--- config.mk ---
export PLATFORM = sky130hd
export DESIGN_NAME = issuer
export DESIGN_NICKNAME = d
export VERILOG_FILES = /design/src/hdl/issue_pkg.sv /design/src/hdl/command_translator.sv /design/src/hdl/dispatch_stage.sv /design/src/hdl/issue_buffer.sv /design/src/hdl/issuer.sv /design/src/hdl/unit_selector.sv
export VERILOG_INCLUDE_DIRS = /design/src /design/src/hdl
export SDC_FILE = /design/constraint.sdc
export NUM_CORES = 1
export LEC_CHECK = 0
export BUFFER_PORTS_ARGS = -buffer_cell sky130_fd_sc_hd__buf_4
export CAP_MARGIN = 20
export CORE_MARGIN = 2
export CORE_UTILIZATION = 23
export DETAILED_ROUTE_END_ITERATION = 12
export GPL_TIMING_DRIVEN = 0
export PLACE_DENSITY = 0.44
export REMOVE_ABC_BUFFERS = 1
export SLEW_MARGIN = 20
export SYNTH_ARGS = -nofsm -noshare
export SYNTH_HDL_FRONTEND = slang
export SYNTH_SLANG_ARGS = --single-unit
--- constraint.sdc ---
create_clock -name clk -period 18.3 [get_ports clk]
set_input_delay 1.83 -clock clk [delete_from_list [all_inputs] [get_ports clk]]
set_output_delay 1.83 -clock clk [all_outputs]
set_load 0.01 [all_outputs]
--- src/hdl/issue_defines.svh ---
/*
 * Width and size constants for the issue stage.
 * Included by every RTL block that sizes a port or a register.
 */

`ifndef ISSUE_DEFINES_SVH
`define ISSUE_DEFINES_SVH

// Data word width
`define ISSUE_XLEN 32

// Register index width, 32 architectural registers
`define ISSUE_REG_ADDR_W 5

// Execution units behind the issuer
// Units 0 and 1 are single, units 2 and 3 form the shift/muldiv pair
`define ISSUE_NUM_UNITS 4

`endif

--- src/hdl/issue_pkg.sv ---
/*
 * Shared types of the issue stage: decoded opcodes, unit commands
 * and target unit classes. The enum order is the numeric encoding.
 */

package issue_pkg;

    // Decoded instruction kinds
    typedef enum logic [5:0] {
        OP_NOP, OP_FENCE, OP_JAL, OP_JALR,
        OP_LUI, OP_AUIPC,
        OP_ADD, OP_ADDI, OP_SUB,
        OP_AND, OP_ANDI, OP_OR, OP_ORI, OP_XOR, OP_XORI,
        OP_SLT, OP_SLTI, OP_SLTU, OP_SLTIU,
        OP_BEQ, OP_BNE, OP_BLT, OP_BGE, OP_BLTU, OP_BGEU,
        OP_SLL, OP_SLLI, OP_SRL, OP_SRLI, OP_SRA, OP_SRAI,
        OP_MUL, OP_MULH, OP_MULHU, OP_MULHSU,
        OP_DIV, OP_DIVU, OP_REM, OP_REMU
    } opcode_t;

    // Commands seen by the execution units
    typedef enum logic [4:0] {
        CMD_NONE,
        CMD_ADD,
        CMD_SUB,
        CMD_AND,
        CMD_OR,
        CMD_XOR,
        CMD_SLT,
        CMD_SLTU,
        CMD_BEQ,
        CMD_BNE,
        CMD_BLT,
        CMD_BGE,
        CMD_BLTU,
        CMD_BGEU,
        CMD_SLL,
        CMD_SRL,
        CMD_SRA,
        CMD_MUL,
        CMD_MULH,
        CMD_MULHU,
        CMD_MULHSU,
        CMD_DIV,
        CMD_DIVU,
        CMD_REM,
        CMD_REMU
    } alu_cmd_t;

    // Which kind of unit executes an opcode
    typedef enum logic [1:0] {
        UNIT_NONE,
        UNIT_ARITH,         // unit 0
        UNIT_COMPARE,       // unit 1
        UNIT_SHIFT_MULDIV   // unit 2, else unit 3
    } unit_class_t;

endpackage

--- src/hdl/command_translator.sv ---
/*
 * Opcode to execution unit command. Register and immediate forms map to
 * the same command; opcodes that need no unit give CMD_NONE.
 */

`timescale 1ns/1ps

module command_translator (
    input  issue_pkg::opcode_t  i_opcode,
    output issue_pkg::alu_cmd_t o_cmd
);

    always_comb begin
        case (i_opcode)
            // LUI and AUIPC reduce to an add with the immediate
            issue_pkg::OP_LUI,
            issue_pkg::OP_AUIPC,
            issue_pkg::OP_ADD,
            issue_pkg::OP_ADDI:   o_cmd = issue_pkg::CMD_ADD;
            issue_pkg::OP_SUB:    o_cmd = issue_pkg::CMD_SUB;
            issue_pkg::OP_AND,
            issue_pkg::OP_ANDI:   o_cmd = issue_pkg::CMD_AND;
            issue_pkg::OP_OR,
            issue_pkg::OP_ORI:    o_cmd = issue_pkg::CMD_OR;
            issue_pkg::OP_XOR,
            issue_pkg::OP_XORI:   o_cmd = issue_pkg::CMD_XOR;

            // Compare unit
            issue_pkg::OP_SLT,
            issue_pkg::OP_SLTI:   o_cmd = issue_pkg::CMD_SLT;
            issue_pkg::OP_SLTU,
            issue_pkg::OP_SLTIU:  o_cmd = issue_pkg::CMD_SLTU;
            issue_pkg::OP_BEQ:    o_cmd = issue_pkg::CMD_BEQ;
            issue_pkg::OP_BNE:    o_cmd = issue_pkg::CMD_BNE;
            issue_pkg::OP_BLT:    o_cmd = issue_pkg::CMD_BLT;
            issue_pkg::OP_BGE:    o_cmd = issue_pkg::CMD_BGE;
            issue_pkg::OP_BLTU:   o_cmd = issue_pkg::CMD_BLTU;
            issue_pkg::OP_BGEU:   o_cmd = issue_pkg::CMD_BGEU;

            // Shift and mul/div pair
            issue_pkg::OP_SLL,
            issue_pkg::OP_SLLI:   o_cmd = issue_pkg::CMD_SLL;
            issue_pkg::OP_SRL,
            issue_pkg::OP_SRLI:   o_cmd = issue_pkg::CMD_SRL;
            issue_pkg::OP_SRA,
            issue_pkg::OP_SRAI:   o_cmd = issue_pkg::CMD_SRA;
            issue_pkg::OP_MUL:    o_cmd = issue_pkg::CMD_MUL;
            issue_pkg::OP_MULH:   o_cmd = issue_pkg::CMD_MULH;
            issue_pkg::OP_MULHU:  o_cmd = issue_pkg::CMD_MULHU;
            issue_pkg::OP_MULHSU: o_cmd = issue_pkg::CMD_MULHSU;
            issue_pkg::OP_DIV:    o_cmd = issue_pkg::CMD_DIV;
            issue_pkg::OP_DIVU:   o_cmd = issue_pkg::CMD_DIVU;
            issue_pkg::OP_REM:    o_cmd = issue_pkg::CMD_REM;
            issue_pkg::OP_REMU:   o_cmd = issue_pkg::CMD_REMU;

            // NOP, FENCE and jumps
            default:              o_cmd = issue_pkg::CMD_NONE;
        endcase
    end

endmodule

--- src/hdl/dispatch_stage.sv ---
/*
 * Dispatch stage. Picks the physical unit for the buffered instruction,
 * registers its operands, command and rd onto that unit's bus with a
 * one-cycle valid, and releases the buffer slot. Also forms halt.
 */

`timescale 1ns/1ps
`include "issue_defines.svh"

module dispatch_stage (
    input  logic                          clk,
    input  logic                          rst_n,
    input  logic                          i_flush,

    // Buffered instruction
    input  logic                          i_buf_valid,
    input  logic                          i_buf_illegal,
    input  logic [`ISSUE_REG_ADDR_W-1:0]  i_buf_rd,
    input  logic [`ISSUE_XLEN-1:0]        i_buf_imm,

    // Decode of the buffered opcode
    input  issue_pkg::unit_class_t        i_unit_class,
    input  logic                          i_arg1_imm,
    input  issue_pkg::alu_cmd_t           i_cmd,

    // Register file read data, same cycle
    input  logic [`ISSUE_XLEN-1:0]        i_reg_rd0,
    input  logic [`ISSUE_XLEN-1:0]        i_reg_rd1,

    // Unit status
    input  logic [`ISSUE_NUM_UNITS-1:0]   i_unit_busy,
    input  logic [`ISSUE_NUM_UNITS-1:0]   i_unit_error,

    output logic                          o_release,

    // Unit buses
    output logic [`ISSUE_NUM_UNITS-1:0]   o_unit_valid,
    output issue_pkg::alu_cmd_t           o_unit_cmd  [`ISSUE_NUM_UNITS],
    output logic [`ISSUE_XLEN-1:0]        o_unit_arg0 [`ISSUE_NUM_UNITS],
    output logic [`ISSUE_XLEN-1:0]        o_unit_arg1 [`ISSUE_NUM_UNITS],
    output logic [`ISSUE_REG_ADDR_W-1:0]  o_unit_rd   [`ISSUE_NUM_UNITS],

    output logic                          o_halt
);

    logic [`ISSUE_NUM_UNITS-1:0] target_mask;
    logic                        needs_unit;
    logic                        target_free;
    logic                        fire;
    logic [`ISSUE_XLEN-1:0]      arg1_value;

    // One-hot physical unit for the current class
    always_comb begin
        target_mask = '0;
        needs_unit  = 1'b1;
        case (i_unit_class)
            issue_pkg::UNIT_ARITH:   target_mask[0] = 1'b1;
            issue_pkg::UNIT_COMPARE: target_mask[1] = 1'b1;
            issue_pkg::UNIT_SHIFT_MULDIV: begin
                // Unit 2 first, unit 3 only when 2 is taken
                if (!i_unit_busy[2]) begin
                    target_mask[2] = 1'b1;
                end else begin
                    target_mask[3] = 1'b1;
                end
            end
            default:                 needs_unit = 1'b0;
        endcase
    end

    assign target_free = |(target_mask & ~i_unit_busy);

    // Illegal instructions never reach a unit
    assign fire = i_buf_valid & ~i_buf_illegal & needs_unit & target_free & ~i_flush;

    // Slot frees on dispatch, or right away when nothing will execute it
    assign o_release = i_buf_valid & (i_buf_illegal | ~needs_unit | target_free);

    assign arg1_value = i_arg1_imm ? i_buf_imm : i_reg_rd1;

    always_ff @(posedge clk or negedge rst_n) begin
        if (!rst_n) begin
            o_unit_valid <= '0;
        end else if (i_flush) begin
            o_unit_valid <= '0;
        end else if (fire) begin
            o_unit_valid <= target_mask;
        end else begin
            o_unit_valid <= '0;
        end
    end

    // Only the chosen unit's bus is updated
    always_ff @(posedge clk) begin
        for (int n = 0; n < `ISSUE_NUM_UNITS; n++) begin
            if (fire && target_mask[n]) begin
                o_unit_cmd[n]  <= i_cmd;
                o_unit_arg0[n] <= i_reg_rd0;
                o_unit_arg1[n] <= arg1_value;
                o_unit_rd[n]   <= i_buf_rd;
            end
        end
    end

    // Illegal instruction sits in the buffer for one cycle only
    assign o_halt = (i_buf_valid & i_buf_illegal) | (|i_unit_error);

endmodule

--- src/hdl/issue_buffer.sv ---
/*
 * One-entry issue buffer. Captures a decoded instruction when the decoder
 * strobes valid and the slot is free or being released, and holds it
 * until the dispatch stage releases it or a flush empties it.
 */

`timescale 1ns/1ps
`include "issue_defines.svh"

module issue_buffer (
    input  logic                          clk,
    input  logic                          rst_n,
    input  logic                          i_flush,
    input  logic                          i_dec_valid,
    input  issue_pkg::opcode_t            i_dec_opcode,
    input  logic [`ISSUE_REG_ADDR_W-1:0]  i_dec_rs1,
    input  logic [`ISSUE_REG_ADDR_W-1:0]  i_dec_rs2,
    input  logic [`ISSUE_REG_ADDR_W-1:0]  i_dec_rd,
    input  logic [`ISSUE_XLEN-1:0]        i_dec_imm,
    input  logic                          i_dec_illegal,
    input  logic                          i_release,
    output logic                          o_dec_busy,
    output logic                          o_buf_valid,
    output issue_pkg::opcode_t            o_buf_opcode,
    output logic [`ISSUE_REG_ADDR_W-1:0]  o_buf_rs1,
    output logic [`ISSUE_REG_ADDR_W-1:0]  o_buf_rs2,
    output logic [`ISSUE_REG_ADDR_W-1:0]  o_buf_rd,
    output logic [`ISSUE_XLEN-1:0]        o_buf_imm,
    output logic                          o_buf_illegal
);

    logic load;

    // Slot is blocked only while it holds something that stays this cycle
    assign o_dec_busy = o_buf_valid & ~i_release;

    // A flush drops whatever the decoder offers in the same cycle
    assign load = i_dec_valid & ~o_dec_busy & ~i_flush;

    always_ff @(posedge clk or negedge rst_n) begin
        if (!rst_n) begin
            o_buf_valid <= 1'b0;
        end else if (i_flush) begin
            o_buf_valid <= 1'b0;
        end else if (load) begin
            o_buf_valid <= 1'b1;
        end else if (i_release) begin
            o_buf_valid <= 1'b0;
        end
    end

    // Instruction fields, only meaningful while valid
    always_ff @(posedge clk) begin
        if (load) begin
            o_buf_opcode  <= i_dec_opcode;
            o_buf_rs1     <= i_dec_rs1;
            o_buf_rs2     <= i_dec_rs2;
            o_buf_rd      <= i_dec_rd;
            o_buf_imm     <= i_dec_imm;
            o_buf_illegal <= i_dec_illegal;
        end
    end

endmodule

--- src/hdl/issuer.sv ---
/*
 * Issue stage top level. Buffers one decoded instruction, reads its sources
 * from the register file and dispatches it to one of four execution units.
 * Decoder handshake is valid with busy back-pressure.
 */

`timescale 1ns/1ps
`include "issue_defines.svh"

module issuer (
    input  logic                          clk,
    input  logic                          rst_n,

    // Decoder
    input  logic                          i_dec_valid,
    input  issue_pkg::opcode_t            i_dec_opcode,
    input  logic [`ISSUE_REG_ADDR_W-1:0]  i_dec_rs1,
    input  logic [`ISSUE_REG_ADDR_W-1:0]  i_dec_rs2,
    input  logic [`ISSUE_REG_ADDR_W-1:0]  i_dec_rd,
    input  logic [`ISSUE_XLEN-1:0]        i_dec_imm,
    input  logic                          i_dec_illegal,
    output logic                          o_dec_busy,

    // Register file
    output logic [`ISSUE_REG_ADDR_W-1:0]  o_reg_ra0,
    output logic [`ISSUE_REG_ADDR_W-1:0]  o_reg_ra1,
    input  logic [`ISSUE_XLEN-1:0]        i_reg_rd0,
    input  logic [`ISSUE_XLEN-1:0]        i_reg_rd1,

    // Execution units
    output logic [`ISSUE_NUM_UNITS-1:0]   o_unit_valid,
    output issue_pkg::alu_cmd_t           o_unit_cmd  [`ISSUE_NUM_UNITS],
    output logic [`ISSUE_XLEN-1:0]        o_unit_arg0 [`ISSUE_NUM_UNITS],
    output logic [`ISSUE_XLEN-1:0]        o_unit_arg1 [`ISSUE_NUM_UNITS],
    output logic [`ISSUE_REG_ADDR_W-1:0]  o_unit_rd   [`ISSUE_NUM_UNITS],
    input  logic [`ISSUE_NUM_UNITS-1:0]   i_unit_busy,
    input  logic [`ISSUE_NUM_UNITS-1:0]   i_unit_error,

    // Control
    input  logic                          i_flush,
    output logic                          o_halt
);

    logic                         buf_valid;
    issue_pkg::opcode_t           buf_opcode;
    logic [`ISSUE_REG_ADDR_W-1:0] buf_rd;
    logic [`ISSUE_XLEN-1:0]       buf_imm;
    logic                         buf_illegal;
    logic                         release_slot;
    issue_pkg::unit_class_t       unit_class;
    logic                         arg1_imm;
    issue_pkg::alu_cmd_t          cmd;

    // Source indices feed the register file directly
    issue_buffer u_buffer (
        .clk           (clk),
        .rst_n         (rst_n),
        .i_flush       (i_flush),
        .i_dec_valid   (i_dec_valid),
        .i_dec_opcode  (i_dec_opcode),
        .i_dec_rs1     (i_dec_rs1),
        .i_dec_rs2     (i_dec_rs2),
        .i_dec_rd      (i_dec_rd),
        .i_dec_imm     (i_dec_imm),
        .i_dec_illegal (i_dec_illegal),
        .i_release     (release_slot),
        .o_dec_busy    (o_dec_busy),
        .o_buf_valid   (buf_valid),
        .o_buf_opcode  (buf_opcode),
        .o_buf_rs1     (o_reg_ra0),
        .o_buf_rs2     (o_reg_ra1),
        .o_buf_rd      (buf_rd),
        .o_buf_imm     (buf_imm),
        .o_buf_illegal (buf_illegal)
    );

    unit_selector u_selector (
        .i_opcode     (buf_opcode),
        .o_unit_class (unit_class),
        .o_arg1_imm   (arg1_imm)
    );

    command_translator u_translator (
        .i_opcode (buf_opcode),
        .o_cmd    (cmd)
    );

    dispatch_stage u_dispatch (
        .clk           (clk),
        .rst_n         (rst_n),
        .i_flush       (i_flush),
        .i_buf_valid   (buf_valid),
        .i_buf_illegal (buf_illegal),
        .i_buf_rd      (buf_rd),
        .i_buf_imm     (buf_imm),
        .i_unit_class  (unit_class),
        .i_arg1_imm    (arg1_imm),
        .i_cmd         (cmd),
        .i_reg_rd0     (i_reg_rd0),
        .i_reg_rd1     (i_reg_rd1),
        .i_unit_busy   (i_unit_busy),
        .i_unit_error  (i_unit_error),
        .o_release     (release_slot),
        .o_unit_valid  (o_unit_valid),
        .o_unit_cmd    (o_unit_cmd),
        .o_unit_arg0   (o_unit_arg0),
        .o_unit_arg1   (o_unit_arg1),
        .o_unit_rd     (o_unit_rd),
        .o_halt        (o_halt)
    );

endmodule

--- src/hdl/unit_selector.sv ---
/*
 * Opcode to unit class decode for the buffered instruction, plus the
 * flag that puts the immediate on argument 1. Purely combinational.
 */

`timescale 1ns/1ps

module unit_selector (
    input  issue_pkg::opcode_t     i_opcode,
    output issue_pkg::unit_class_t o_unit_class,
    output logic                   o_arg1_imm
);

    always_comb begin
        o_unit_class = issue_pkg::UNIT_NONE;
        o_arg1_imm   = 1'b0;

        case (i_opcode)
            // Arithmetic and logic, immediate forms
            issue_pkg::OP_LUI,
            issue_pkg::OP_AUIPC,
            issue_pkg::OP_ADDI,
            issue_pkg::OP_ANDI,
            issue_pkg::OP_ORI,
            issue_pkg::OP_XORI: begin
                o_unit_class = issue_pkg::UNIT_ARITH;
                o_arg1_imm   = 1'b1;
            end
            issue_pkg::OP_ADD,
            issue_pkg::OP_SUB,
            issue_pkg::OP_AND,
            issue_pkg::OP_OR,
            issue_pkg::OP_XOR: begin
                o_unit_class = issue_pkg::UNIT_ARITH;
            end

            // Set-less-than and all branch compares go to unit 1
            issue_pkg::OP_SLTI,
            issue_pkg::OP_SLTIU: begin
                o_unit_class = issue_pkg::UNIT_COMPARE;
                o_arg1_imm   = 1'b1;
            end
            issue_pkg::OP_SLT,
            issue_pkg::OP_SLTU,
            issue_pkg::OP_BEQ,
            issue_pkg::OP_BNE,
            issue_pkg::OP_BLT,
            issue_pkg::OP_BGE,
            issue_pkg::OP_BLTU,
            issue_pkg::OP_BGEU: begin
                o_unit_class = issue_pkg::UNIT_COMPARE;
            end

            // Shifts and mul/div, served by the unit pair
            issue_pkg::OP_SLLI,
            issue_pkg::OP_SRLI,
            issue_pkg::OP_SRAI: begin
                o_unit_class = issue_pkg::UNIT_SHIFT_MULDIV;
                o_arg1_imm   = 1'b1;
            end
            issue_pkg::OP_SLL, issue_pkg::OP_SRL, issue_pkg::OP_SRA,
            issue_pkg::OP_MUL, issue_pkg::OP_MULH,
            issue_pkg::OP_MULHU, issue_pkg::OP_MULHSU,
            issue_pkg::OP_DIV, issue_pkg::OP_DIVU,
            issue_pkg::OP_REM, issue_pkg::OP_REMU: begin
                o_unit_class = issue_pkg::UNIT_SHIFT_MULDIV;
            end

            // NOP, FENCE, JAL, JALR need no unit
            default: begin
                o_unit_class = issue_pkg::UNIT_NONE;
            end
        endcase
    end

endmodule

Yosys cells after proc, flatten, opt, wreduce, memory -nomap -nowiden. Memory sizes are Yosys's and may differ from the RTL's. A register that Yosys moved wholly into a read port is not among the register bits. Cells that the tools add are included.

Input bits: 130. Register bits: 355. Bits in read-only memories: 320. Memories kept: 1. Output and inout port bits: 312. Bits in latches: 0. RAM bits: 0. Logic and storage cells: 109.

Magnitude comparators: 0. Reduce and logical (&&, ||, !) cells: 12. Add/subtract/negate cells: 0. Divide/modulo/power cells: 0. Bitwise operators: 19. Mux-type cells: 15. Eq/ne operators: 38. Shifts and indexed selects: 0. Multiply operators: 0.

Memory list: (name not given) (words 64, bits a word 5, read ports 1, clocked after memory_dff 1, write ports 0, line command_translator.sv:14) `case (i_opcode)`.

Operator list (number): $eq 6x5->1 const B (16); $eq 6x4->1 const B (8); $eq 6x6->1 const B (7); $mux 32 (1); $eq 6x3->1 const B (4); $reduce_or 11->1 (2); $reduce_or 14->1 (1); $reduce_or 10->1 (1); $and 1x1->1 (9); $mux 1 (9); $mux 4 (2); $reduce_or 4->1 (2); $mux 6 (1); $pmux 2 s3 (1); $not 1->1 (5); $and 4x4->4 (1); $eq 2x2->1 const B (2); $logic_and 1x1->1 (4); $not 4->4 (1); $or 1x1->1 (3); $reduce_bool 3->1 (1); $reduce_or 3->1 (1); $eq 2x1->1 const B (1); $mux 2 (1).

Longest topological paths before layout. Gate-level depths: netlist (run 1).

Depth in word-level cells: 17. Depth in mapped cells: 13.

Cells and area by module. Synthesis (run 1) repeated with hierarchy kept, for this count alone.

Cells, all modules: 484. Area, all modules: 11687.5 um^2.

By module, submodules not included: dispatch_stage (seq. area each 8988.6 um^2, cells each 358, area an instance 9520.4 um^2, times used 1); issue_buffer (seq. area each 1646.6 um^2, cells each 58, area an instance 1682.9 um^2, times used 1); command_translator (seq. area each 0.0 um^2, cells each 48, area an instance 366.6 um^2, times used 1); unit_selector (seq. area each 0.0 um^2, cells each 20, area an instance 117.6 um^2, times used 1).

Worst setup path after synthesis (run 1). OpenSTA, ideal clock, no wires.

Path type: input-to-reg. Start: in i_unit_busy[1]. End: reg u_dispatch.o_unit_arg0[32] (netlist name), enable pin. Library setup time: 614 ps. Cell stages on the path: 3. Arrival: 8032 ps. Setup slack: 9654 ps. Path through: or3_4 -> a211o_1 -> nor3b_1.

Cells in the longest elaborated chain, start to end: 6.

RTL lines: from (decl) (line issuer.sv:36) `` input logic [`ISSUE_NUM_UNITS-1:0] i_unit_busy, ``; $not 4->4 (line dispatch_stage.sv:71) `assign target_free = |(target_mask & ~i_unit_busy);`; $and 4x4->4 (line dispatch_stage.sv:71); $reduce_or 4->1 (line dispatch_stage.sv:71); $and 1x1->1 (2 in a row) (line dispatch_stage.sv:74) `assign fire = i_buf_valid & ~i_buf_illegal & needs_unit & target_free & ~i_flush;`; $logic_and 1x1->1 (line dispatch_stage.sv:96) `if (fire && target_mask[n]) begin`; to (signal, indexed assignment) (line dispatch_stage.sv:98) `o_unit_arg0[n] <= i_reg_rd0;`; to (decl) (line dispatch_stage.sv:39) `` output logic [`ISSUE_XLEN-1:0] o_unit_arg0 [`ISSUE_NUM_UNITS], ``.

No other way between the ends. A chain may end at the register's enable or synchronous reset.

Worst setup path after layout (run 1).
Start: in i_unit_busy[1]. End: reg u_dispatch.o_unit_arg1[85] (netlist name), enable pin.

Cells in the longest elaborated chain, start to end: 6.

RTL lines: $not 4->4 (line dispatch_stage.sv:71); $and 4x4->4 (line dispatch_stage.sv:71); $reduce_or 4->1 (line dispatch_stage.sv:71); $and 1x1->1 (2 in a row) (line dispatch_stage.sv:74); $logic_and 1x1->1 (line dispatch_stage.sv:96); to (signal, indexed assignment) (line dispatch_stage.sv:99) `o_unit_arg1[n] <= arg1_value;`; to (decl) (line dispatch_stage.sv:40) `` output logic [`ISSUE_XLEN-1:0] o_unit_arg1 [`ISSUE_NUM_UNITS], ``.

No other way between the ends.

==> results of run 1 <==
-- power groups by stage --
stage / Clock, mW / Combinational, mW / Sequential, mW
finish: 0.812 / 0.0646 / 0.920
global route: 0.872 / 0.0711 / 0.921
CTS: 0.840 / 0.0658 / 0.920
detailed placement: 0 / 0.0656 / 0.938
global placement: 0 / 0.0609 / 0.938
floorplan: 0 / 0.0238 / 0.937
-- logic make-up after synthesis --
family | after synthesis
flops | 360
compound gates | 38
xor+xnor | 2
simple gates | 48
fa+ha+maj | 6
buf+inv | 21
mux | 41
-- worst paths after layout --
path                       cells after the start                      from                    endpoint  slack, ns
max reg2reg                                   15  u_buffer.o_buf_opcode[3]  u_dispatch.o_unit_arg1[85]      13.58
max                                           14            i_unit_busy[1]  u_dispatch.o_unit_arg1[85]      13.35
min                                            0     u_translator.o_cmd[4]    u_dispatch.o_unit_cmd[4]       0.47
min in group asynchronous                      1                     rst_n  u_dispatch.o_unit_valid[1]       1.09
max in group asynchronous                      1                     rst_n  u_dispatch.o_unit_valid[0]      17.10
min reg2reg                                    0     u_translator.o_cmd[4]    u_dispatch.o_unit_cmd[4]       0.47
-- cell usage after synthesis (2+ instances only) --
library cell,instances
nor3_1,3
nor4_1,2
nand2b_1,3
nand2_1,9
a22oi_1,2
inv_1,8
mux2_1,5
a211oi_1,2
buf_4,2
o211ai_1,2
a31oi_1,2
a21oi_1,5
buf_6,3
a211o_1,2
ha_1,6
nor2b_1,3
nand3b_1,2
nor3b_1,4
mux2i_1,6
o21ai_0,6
buf_1,3
dfxtp_1,5
o31ai_1,2
dfrtp_1,5
buf_2,4
o221ai_1,2
nor2_1,12
edfxtp_1,350
mux2_2,28
-- registers in the layout, indices dropped and copies added (netlist names) --
signal,flops
u_buffer.o_buf_opcode,6
u_buffer.o_buf_valid,1
u_dispatch.o_unit_valid,4
u_dispatch.o_unit_arg1,128
u_dispatch.o_unit_arg0,128
u_dispatch.o_unit_cmd,20
u_buffer.o_buf_rs2,5
u_buffer.o_buf_illegal,1
u_translator.o_cmd,5
u_dispatch.o_unit_rd,20
u_buffer.o_buf_imm,32
u_buffer.o_buf_rd,5
u_buffer.o_buf_rs1,5
-- routing by layer --
layer  vias up  global-route usage, %  wire length (um)
met4         0                   3.56               611
li1       3093                      -                 -
met5         -                      0                 0
met1      3312                   13.9             13000
met3        49                   4.14              2920
met2       267                   19.1             16200
-- cells in the final DEF (no fill, tap or decap), types with 5 or more instances in the layout --
cell       netlist  routed
edfxtp_1       350     350
buf_16           0       5
clkinv_1         0       6
dfrtp_1          5       5
buf_4            2     472
mux2_2          28      28
nor2_1          12      11
clkinv_2         0      10
ha_1             6       6
mux2i_1          6       6
bufinv_16        0       6
dfxtp_1          5       5
clkbuf_1         1       7
a21oi_1          5       5
clkbuf_16        0      40
inv_1            8       8
nand2_1          9       9
o21ai_0          6       6
mux2_1           5       5
-- critical path: stages --
cell and delay [ns]:
buf_4 0.10, or3_4 0.38, a211o_1 0.44, nor3_2 0.37, buf_4 0.27, buf_4 0.21, buf_4 0.22, buf_4 0.20
buf_4 0.20, buf_4 0.17, buf_4 0.19, buf_4 0.21, buf_4 0.20, buf_4 0.18
-- cell type report --
class                           instances  area share, %
Multi-Input combinational cell        135           6.59
Clock buffer                           47           5.73
Clock inverter                         25           1.66
Inverter                                8          0.168
Sequential cell                       360           59.9
Timing Repair Buffer                  484           21.2
Antenna cell                            2         0.0279
Tap cell                              680           4.75
==> run metrics, run 1 <==
post-layout min period 4.95 ns; Sink Count 360; Post-DRT Antenna Nets 0; I/O pins 442; Critical Path Source Type input port; Fin. Hold Viols 0; Worst-path clk slew 0.05 ns; mux share of post-synthesis cell area 3.91%; row count 83; HPWL Detailed 24200 um; ys flop type edfxtp_1; core footprint 51500 um^2; Synth top area share 87.5%; ys async rst share 1.39%; area of the multi-input gates 1180 um^2; area share of fa/ha/maj cells after synthesis 0.625%; Max-cap violations 0; HP Class reg -> reg; CP arrival 5.20 ns; final core occ 34.8%; Die ar. 54000 um^2; Buffers on Ports 441; Final Setup Violations 0; CP max FO 8; worst-skew pair later-pin latency 0.56 ns; CTS resizes 0; Worst-Margin Slew 0.818 ns; P_sw 357 uW; Switching Fraction 19.9%; fmax 0.202 GHz; Post-Synthesis Cells 516; Sequential Area 10700 um^2; clock share of power 45.2%; Post-synth EDFFs 350; largest family of logic cells by synthesized area multiplexers; Die Y 232 um; layout cells sized above 1 55.4%; final worst setup slack 13.35 ns; Max Clock Skew 0.0217 ns; #FFs+latches synth 360; Tot Pwr 1.80 mW; largest net degree at the start of global routing 33; setup TNS 0 ns; critical path required time 18.55 ns; type of the worst setup path in -> reg; Synth Area in Simple Gates 2.21%; post-cts hold buffer count 0; DR iter-0 viols 322; DR pass1 iterations 4; Min Hold Slack 0.472 ns; peak supply drop 62.4 uV; Worst Setup End Kind flop; internal power 1.44 mW; Non-Filler Instances 1741; sequential power share 51.2%; Synth Area in XOR/XNOR 0.146%; Max Slew Vio Count 0; post-synthesis sequential area ratio 89.4%; vias in the first global route 6739; setup bufs post-CTS 0; # fillers 5014; Clock Path Buffers 3; Tcrit/Tclk final 27.1%; CTS tree built; Synth cell types 57; Placed Cells 1667; Post-Syn Area 12000 um^2; cell accounting for the most synthesized area edfxtp_1; PwrDens 100 nW/um^2; RD Place Congestion 0.703; post-synthesis compound-gate area fraction 2.74%; outcome completed; gr usage total 11.5%; CTS HTree Levels 2; CTS Buf Count 40; Worst slew margin 43.9%; Synth area leaders edfxtp_1 (88%), mux2_2 (2.6%), dfrtp_1 (1.0%), dfxtp_1 (0.83%), ha_1 (0.63%); Mean Syn Cell Area 23.3 um^2; RSZ-0062 raised after global routing no; initial cell density of the core 23.3%; die width 232 um; initial antenna violation count 2; Synth Warn # 0; grt ovf 0; combinational power share 3.6%; Routed WL 32700 um; Placed Area 16600 um^2; Avg WL per Cell 18.8 um; Nets 1165; Pleak 6.76 nW; # DRC 0; vias per std cell 3.86; Via Count 6721; pre-CTS setup slack 12.71 ns; Finished Cell Area 17900 um^2; first-pass GRT wire length 45500 um; Layout area overhead 49.2%; clock root cell clkbuf_16
Power figures use the tool's default switching activity.
==> run 2, diff against run 1 <==
==> constraint.sdc (replaced) <==
create_clock -name clk -period 4.83 [get_ports clk]
set_input_delay 0.483 -clock clk [delete_from_list [all_inputs] [get_ports clk]]
set_output_delay 0.483 -clock clk [all_outputs]
set_load 0.01 [all_outputs]
==> run 2 against run 1 <==
Net effect: design area up 0.59%; non-clock buffer count up 13; worst hold slack lost 0.37 ns; sequential cell count unchanged; clock-buffer cell count unchanged; wire length is 0.44% higher; clock skew hardly changed; first-iteration DRC count rose by 5.0%; register-to-register slack lost 13 ns; worst setup slack lost 13 ns; sequential share of layout area fell by 0.35 points; largest cell class unchanged; largest power group unchanged; highest routed layer unchanged.
==> run metrics, run 2 (same netlist as run 1, synthesis figures left out) <==
outcome completed; grt ovf 0 (unchanged); critical path required time 5.08 ns (-13.47 ns); Routed WL 32900 um (+0.44%); Tcrit/Tclk final 93.6%; reg2reg path depth 15 (unchanged); vias in the first global route 6739 (unchanged); worst-path cell chain and3_4 > a22oi_1 > or3_4 > a211o_1 > nor3_4 > buf_4 > buf_4 > buf_4 > buf_4 > buf_4 > buf_4 > buf_4 > buf_4 > buf_4 > buf_4; final worst setup slack 0.309 ns (-13.04 ns); Layout area overhead 50.1%; Fin. Hold Viols 0 (unchanged); gr usage total 11.5% (about the same); Avg WL per Cell 18.7 um (-0.31%); Sink Count 360 (unchanged); Worst-path clk slew 0.06 ns (about the same); initial cell density of the core 23.3% (unchanged); Worst-Margin Slew 0.818 ns (-0.0000787 ns); I/O pins 442 (unchanged); Worst Setup End Kind flop; FF-to-FF Start u_buffer.o_buf_opcode[2]; HP Class in -> reg; worst-skew pair later-pin latency 0.56 ns (about the same); core footprint 51500 um^2 (unchanged); Max-cap violations 0 (unchanged); RD Place Congestion 0.703 (unchanged); CTS HTree Levels 2 (unchanged); Max Clock Skew 0.0217 ns (-0.00000590 ns); CTS Buf Count 40 (unchanged); row count 83 (unchanged); die width 232 um (unchanged); Tot Pwr 6.82 mW (+280%); R2R Path End u_dispatch.o_unit_arg1[85]; Die ar. 54000 um^2 (unchanged); initial antenna violation count 2 (unchanged); CP peak stage delay 0.58 ns (+0.14 ns); biggest regs u_dispatch.o_unit_arg0: 128 flops, u_dispatch.o_unit_arg1: 128 flops, u_buffer.o_buf_imm: 32 flops; Buffers on Ports 441 (unchanged); fmax 0.221 GHz; Via Count 6766 (+0.67%); CP endpoint u_dispatch.o_unit_arg1[85]; Worst slew margin 43.9% (about the same); CP most frequent cell buf_4; vias per std cell 3.86 (about the same); PwrDens 378 nW/um^2 (+280%); Min Hold Slack 0.0977 ns (-0.374 ns); Final Setup Violations 0 (unchanged); Critical Path Source u_buffer.o_buf_opcode[2]; Critical Path Source Type flop; type of the worst setup path reg -> reg; HPWL Detailed 24200 um (unchanged); reg2reg setup slack 0.31 ns (-13.27 ns); peak supply drop 236 uV (+280%); Nets 1178 (+1.1%); CP arrival 4.77 ns (-0.43 ns); pre-CTS setup slack 0.0598 ns (-12.65 ns); largest net degree at the start of global routing 33 (unchanged); Slowest-stage cell, CP edfxtp_1; Pleak 6.82 nW (+0.99%); post-layout min period 4.52 ns; Post-DRT Antenna Nets 0 (unchanged); Max Slew Vio Count 0 (unchanged); first-pass GRT wire length 45500 um (about the same); Clock Path Buffers 3 (unchanged); Die Y 232 um (unchanged); DR iter-0 viols 338 (+5.0%); clock root cell clkbuf_16; most common library cell in the layout ignoring fill and taps buf_4; RSZ-0062 raised after global routing no; DR pass1 iterations 4 (unchanged); CP max FO 11 (+3); # fillers 5014 (unchanged); layout cells sized above 1 55.9% (+0.45 points); CTS tree built; most frequent cells in the layout buf_4 (484), edfxtp_1 (350), clkbuf_16 (40), mux2_2 (28), nor2_1 (11); # DRC 0 (unchanged)
-- run 2: cell count changes in the layout (fill, tap and decap cells not counted), sizes merged --
cell,delta
dlygate4sd3,+1
buf,+12
-- run 2: worst min-delay path by stage --
stage               cells past startpoint  slack (ns)                          to          start
floorplan                               0        0.19        u_buffer.o_buf_valid          rst_n
global placement                        1        0.29  u_dispatch.o_unit_valid[1]          rst_n
detailed placement                      1        0.29        u_buffer.o_buf_valid          rst_n
CTS                                     1        0.05      u_buffer.o_buf_imm[15]  i_dec_imm[15]
global route                            1        0.06      u_buffer.o_buf_imm[13]  i_dec_imm[13]
finish                                  1         0.1       u_buffer.o_buf_imm[2]   i_dec_imm[2]
-- run 2: metal layers --
| layer | up-vias | GRT usage [%] | routed length (um) |
|---|---|---|---|
| met5 | - | 0 | 0 |
| met4 | 0 | 3.56 | 596 |
| met3 | 47 | 4.14 | 2910 |
| met2 | 263 | 19.1 | 16300 |
| met1 | 3338 | 13.9 | 13100 |
| li1 | 3118 | - | - |
-- run 2: final cells by class --
class,instances,area [um^2],area share [%]
Inverter,8,30.0,0.167
Timing Repair Buffer,497,3890,21.6
Antenna cell,2,5.00,0.0278
Tap cell,680,851,4.72
Multi-Input combinational cell,135,1190,6.59
Clock buffer,47,1030,5.70
Sequential cell,360,10700,59.6
Clock inverter,25,298,1.65
-- run 2: timing repair --
action                     4_1_cts  5_1_grt
setup endpoints to repair        0       12
gates resized for setup          0        1
hold buffers                     1        0
buffers inserted                 0       12
hold endpoints to repair         5        0
-- run 2: worst max-delay path: cells and delay by family, from the launching register on --
| kind | cells | cell delay [ns] |
|---|---|---|
| compound gates | 2 | 0.63 |
| buf+inv | 10 | 2.02 |
| flops | 1 | 0.58 |
| simple gates | 3 | 0.96 |
-- run 2: stage by stage --
| stage | utilization [%] | area (um^2) | cells | setup TNS, ns |
|---|---|---|---|---|
| final | 35.0 | 18000 | 1754 | 0 |
| after global routing | 35.0 | 18000 | 1752 | 0 |
| after CTS | 34.8 | 17900 | 1740 | 0 |
| after detailed placement | 32.2 | 16600 | 1667 | 0 |
| after global placement | 31.2 | 16100 | 1624 | -2175.66 |
| after floorplan | - | 11900 | 503 | -654.77 |
-- run 2: report_power, final --
group / total, mW / switching (mW) / leakage (nW) / internal, mW
sequential: 3.48 / 0.0154 / 3.28 / 3.47
combinational: 0.254 / 0.118 / 2.89 / 0.136
clock: 3.08 / 1.23 / 0.656 / 1.85
==> run 3, diff against run 2 <==
--- a/config.mk
+++ b/config.mk
@@ -12,7 +12,7 @@
 export CORE_UTILIZATION = 23
 export DETAILED_ROUTE_END_ITERATION = 12
 export GPL_TIMING_DRIVEN = 0
-export PLACE_DENSITY = 0.44
+export PLACE_DENSITY = 0.53
 export REMOVE_ABC_BUFFERS = 1
 export SLEW_MARGIN = 20
 export SYNTH_ARGS = -nofsm -noshare
==> run 3 against run 2 <==
Net effect: non-clock buffer count down 15; critical path depth down 5; register-to-register slack better by 0.49 ns; power down 2.2%; sequential cell count unchanged; core utilization down 0.35 points; first-iteration DRC count down 28%; design area down 1.0%; critical path type unchanged.
==> run metrics, run 3 (same netlist as run 1, synthesis figures left out) <==
Worst slew margin 46.9% (+3.0 points); CP arrival 4.29 ns (-0.48 ns); biggest regs u_dispatch.o_unit_arg0: 128 flops, u_dispatch.o_unit_arg1: 128 flops, u_buffer.o_buf_imm: 32 flops; # DRC 0 (unchanged); Min Hold Slack 0.111 ns (+0.0132 ns); gr usage total 11.2% (-0.34 points); HP Class in -> reg; reg2reg setup slack 0.80 ns (+0.49 ns); Sink Count 360 (unchanged); outcome completed; layout cells sized above 1 55.0% (-0.86 points); final worst setup slack 0.798 ns (+0.489 ns); Max Clock Skew 0.0122 ns (-0.00951 ns); Nets 1162 (-1.4%); Buffers on Ports 441 (unchanged); die width 232 um (unchanged); Worst-path clk slew 0.06 ns (about the same); vias per std cell 3.92 (+1.5%); core footprint 51500 um^2 (unchanged); Clock Path Buffers 3 (unchanged); first-pass GRT wire length 44300 um (-2.6%); worst-skew pair later-pin latency 0.54 ns (-0.02 ns); RD Place Congestion 0.716 (+1.9%); Die ar. 54000 um^2 (unchanged); most common library cell in the layout ignoring fill and taps buf_4; peak supply drop 267 uV (+13%); Via Count 6800 (+0.50%); Worst Setup End Kind flop; RSZ-0062 raised after global routing no; largest net degree at the start of global routing 33 (unchanged); Avg WL per Cell 18.4 um (-2.0%); vias in the first global route 6809 (+1.0%); HPWL Detailed 23500 um (-2.7%); CTS Buf Count 39 (-2.5%); Final Setup Violations 0 (unchanged); type of the worst setup path reg -> reg; Max Slew Vio Count 0 (unchanged); CTS resizes 0 (unchanged); CP peak stage delay 0.64 ns (+0.06 ns); post-cts hold buffer count 1 (unchanged); setup bufs post-CTS 0 (unchanged); Max-cap violations 0 (unchanged); Worst-Margin Slew 0.774 ns (-0.0437 ns); HP Start i_dec_imm[18]; Non-Filler Instances 1736 (-1.0%); Slowest-stage cell, CP nor3b_2; Placed Cells 1664 (-0.18%); DR iter-0 viols 242 (-28%); most frequent cells in the layout buf_4 (467), edfxtp_1 (350), clkbuf_16 (40), mux2_2 (28); Sequential Area 10700 um^2 (unchanged); Layout area overhead 48.6%; PwrDens 374 nW/um^2 (-1.2%); R2R Path End u_dispatch.o_unit_arg0[50]; area of the multi-input gates 1180 um^2 (-0.53%); grt ovf 0 (unchanged); critical path required time 5.08 ns (about the same); # fillers 4951 (-1.3%); fmax 0.248 GHz (+12%); Tcrit/Tclk final 83.5% (-10 points); CP most frequent cell buf_4; CP max FO 15 (+4); CTS tree built; final core occ 34.6% (-0.35 points); Placed Area 16600 um^2 (-0.11%); Die Y 232 um (unchanged); Finished Cell Area 17800 um^2 (-1.0%); pre-CTS setup slack 0.762 ns (+0.702 ns); I/O pins 442 (unchanged); CP endpoint u_dispatch.o_unit_arg0[50]; CTS HTree Levels 2 (unchanged); clock root cell clkbuf_16; reg2reg path depth 10 (-5); antenna cells 0 (-2); DR pass1 iterations 8 (+4); initial cell density of the core 23.3% (unchanged); worst-path cell chain or3b_1 > o22ai_2 > a22oi_2 > a211o_1 > nor3b_2 > buf_4 > buf_4 > buf_4 > buf_4 > buf_6; post-layout min period 4.03 ns (-0.489 ns); initial antenna violation count 1 (-1); Routed WL 31900 um (-3.0%); Post-DRT Antenna Nets 0 (unchanged); Critical Path Source u_buffer.o_buf_opcode[3]; Pleak 6.70 nW (-1.9%); FF-to-FF Start u_buffer.o_buf_opcode[3]; Critical Path Source Type flop; row count 83 (unchanged); Fin. Hold Viols 0 (unchanged)
-- run 3: worst min path at each step --
stage / to / slack, ns / cells after the start
after floorplan: u_buffer.o_buf_valid / 0.19 / 0
after global placement: u_dispatch.o_unit_valid[1] / 0.29 / 1
after detailed placement: u_dispatch.o_unit_valid[1] / 0.29 / 1
after CTS: u_buffer.o_buf_imm[8] / 0.06 / 1
after global routing: u_buffer.o_buf_imm[8] / 0.07 / 1
final: u_buffer.o_buf_imm[18] / 0.11 / 1
-- run 3: stage by stage --
stage / setup TNS, ns / power [mW]
after global placement: -2178.20 / 3.79
after floorplan: -654.77 / 3.64
after CTS: 0 / 6.77
after global routing: 0 / 6.91
final: 0 / 6.66
after detailed placement: 0 / 3.80
-- run 3: worst max-delay path, delay by kind of cell (launching register included) --
kind | cells | cell delay, ns
buffers and inverters | 5 | 1.10
AOI/OAI and AO/OA | 3 | 0.86
DFF | 1 | 0.63
and+or+nand+nor | 2 | 1.14
-- run 3: final cells by class --
cell class                 count  area share (%)
sequential                   360            60.2
timing repair buffer         482            21.2
multi-input combinational    135            6.62
clock buffer                  51            5.84
tap                          680            4.77
clock inverter                20            1.24
inverter                       8           0.168
-- run 3: layer usage --
metal	vias up	GRT usage [%]	part of all wire, %
met5	-	0	0
met4	0	3.88	2.3
met3	51	3.75	9.6
met2	332	18.9	50
met1	3333	13.2	38
li1	3084	-	-
-- run 3: where the power goes --
| group | total [mW] | switching [mW] | internal, mW | leakage [nW] |
|---|---|---|---|---|
| Sequential | 3.49 | 0.0180 | 3.47 | 3.28 |
| Clock | 2.93 | 1.19 | 1.74 | 0.608 |
| Combinational | 0.248 | 0.118 | 0.130 | 2.81 |
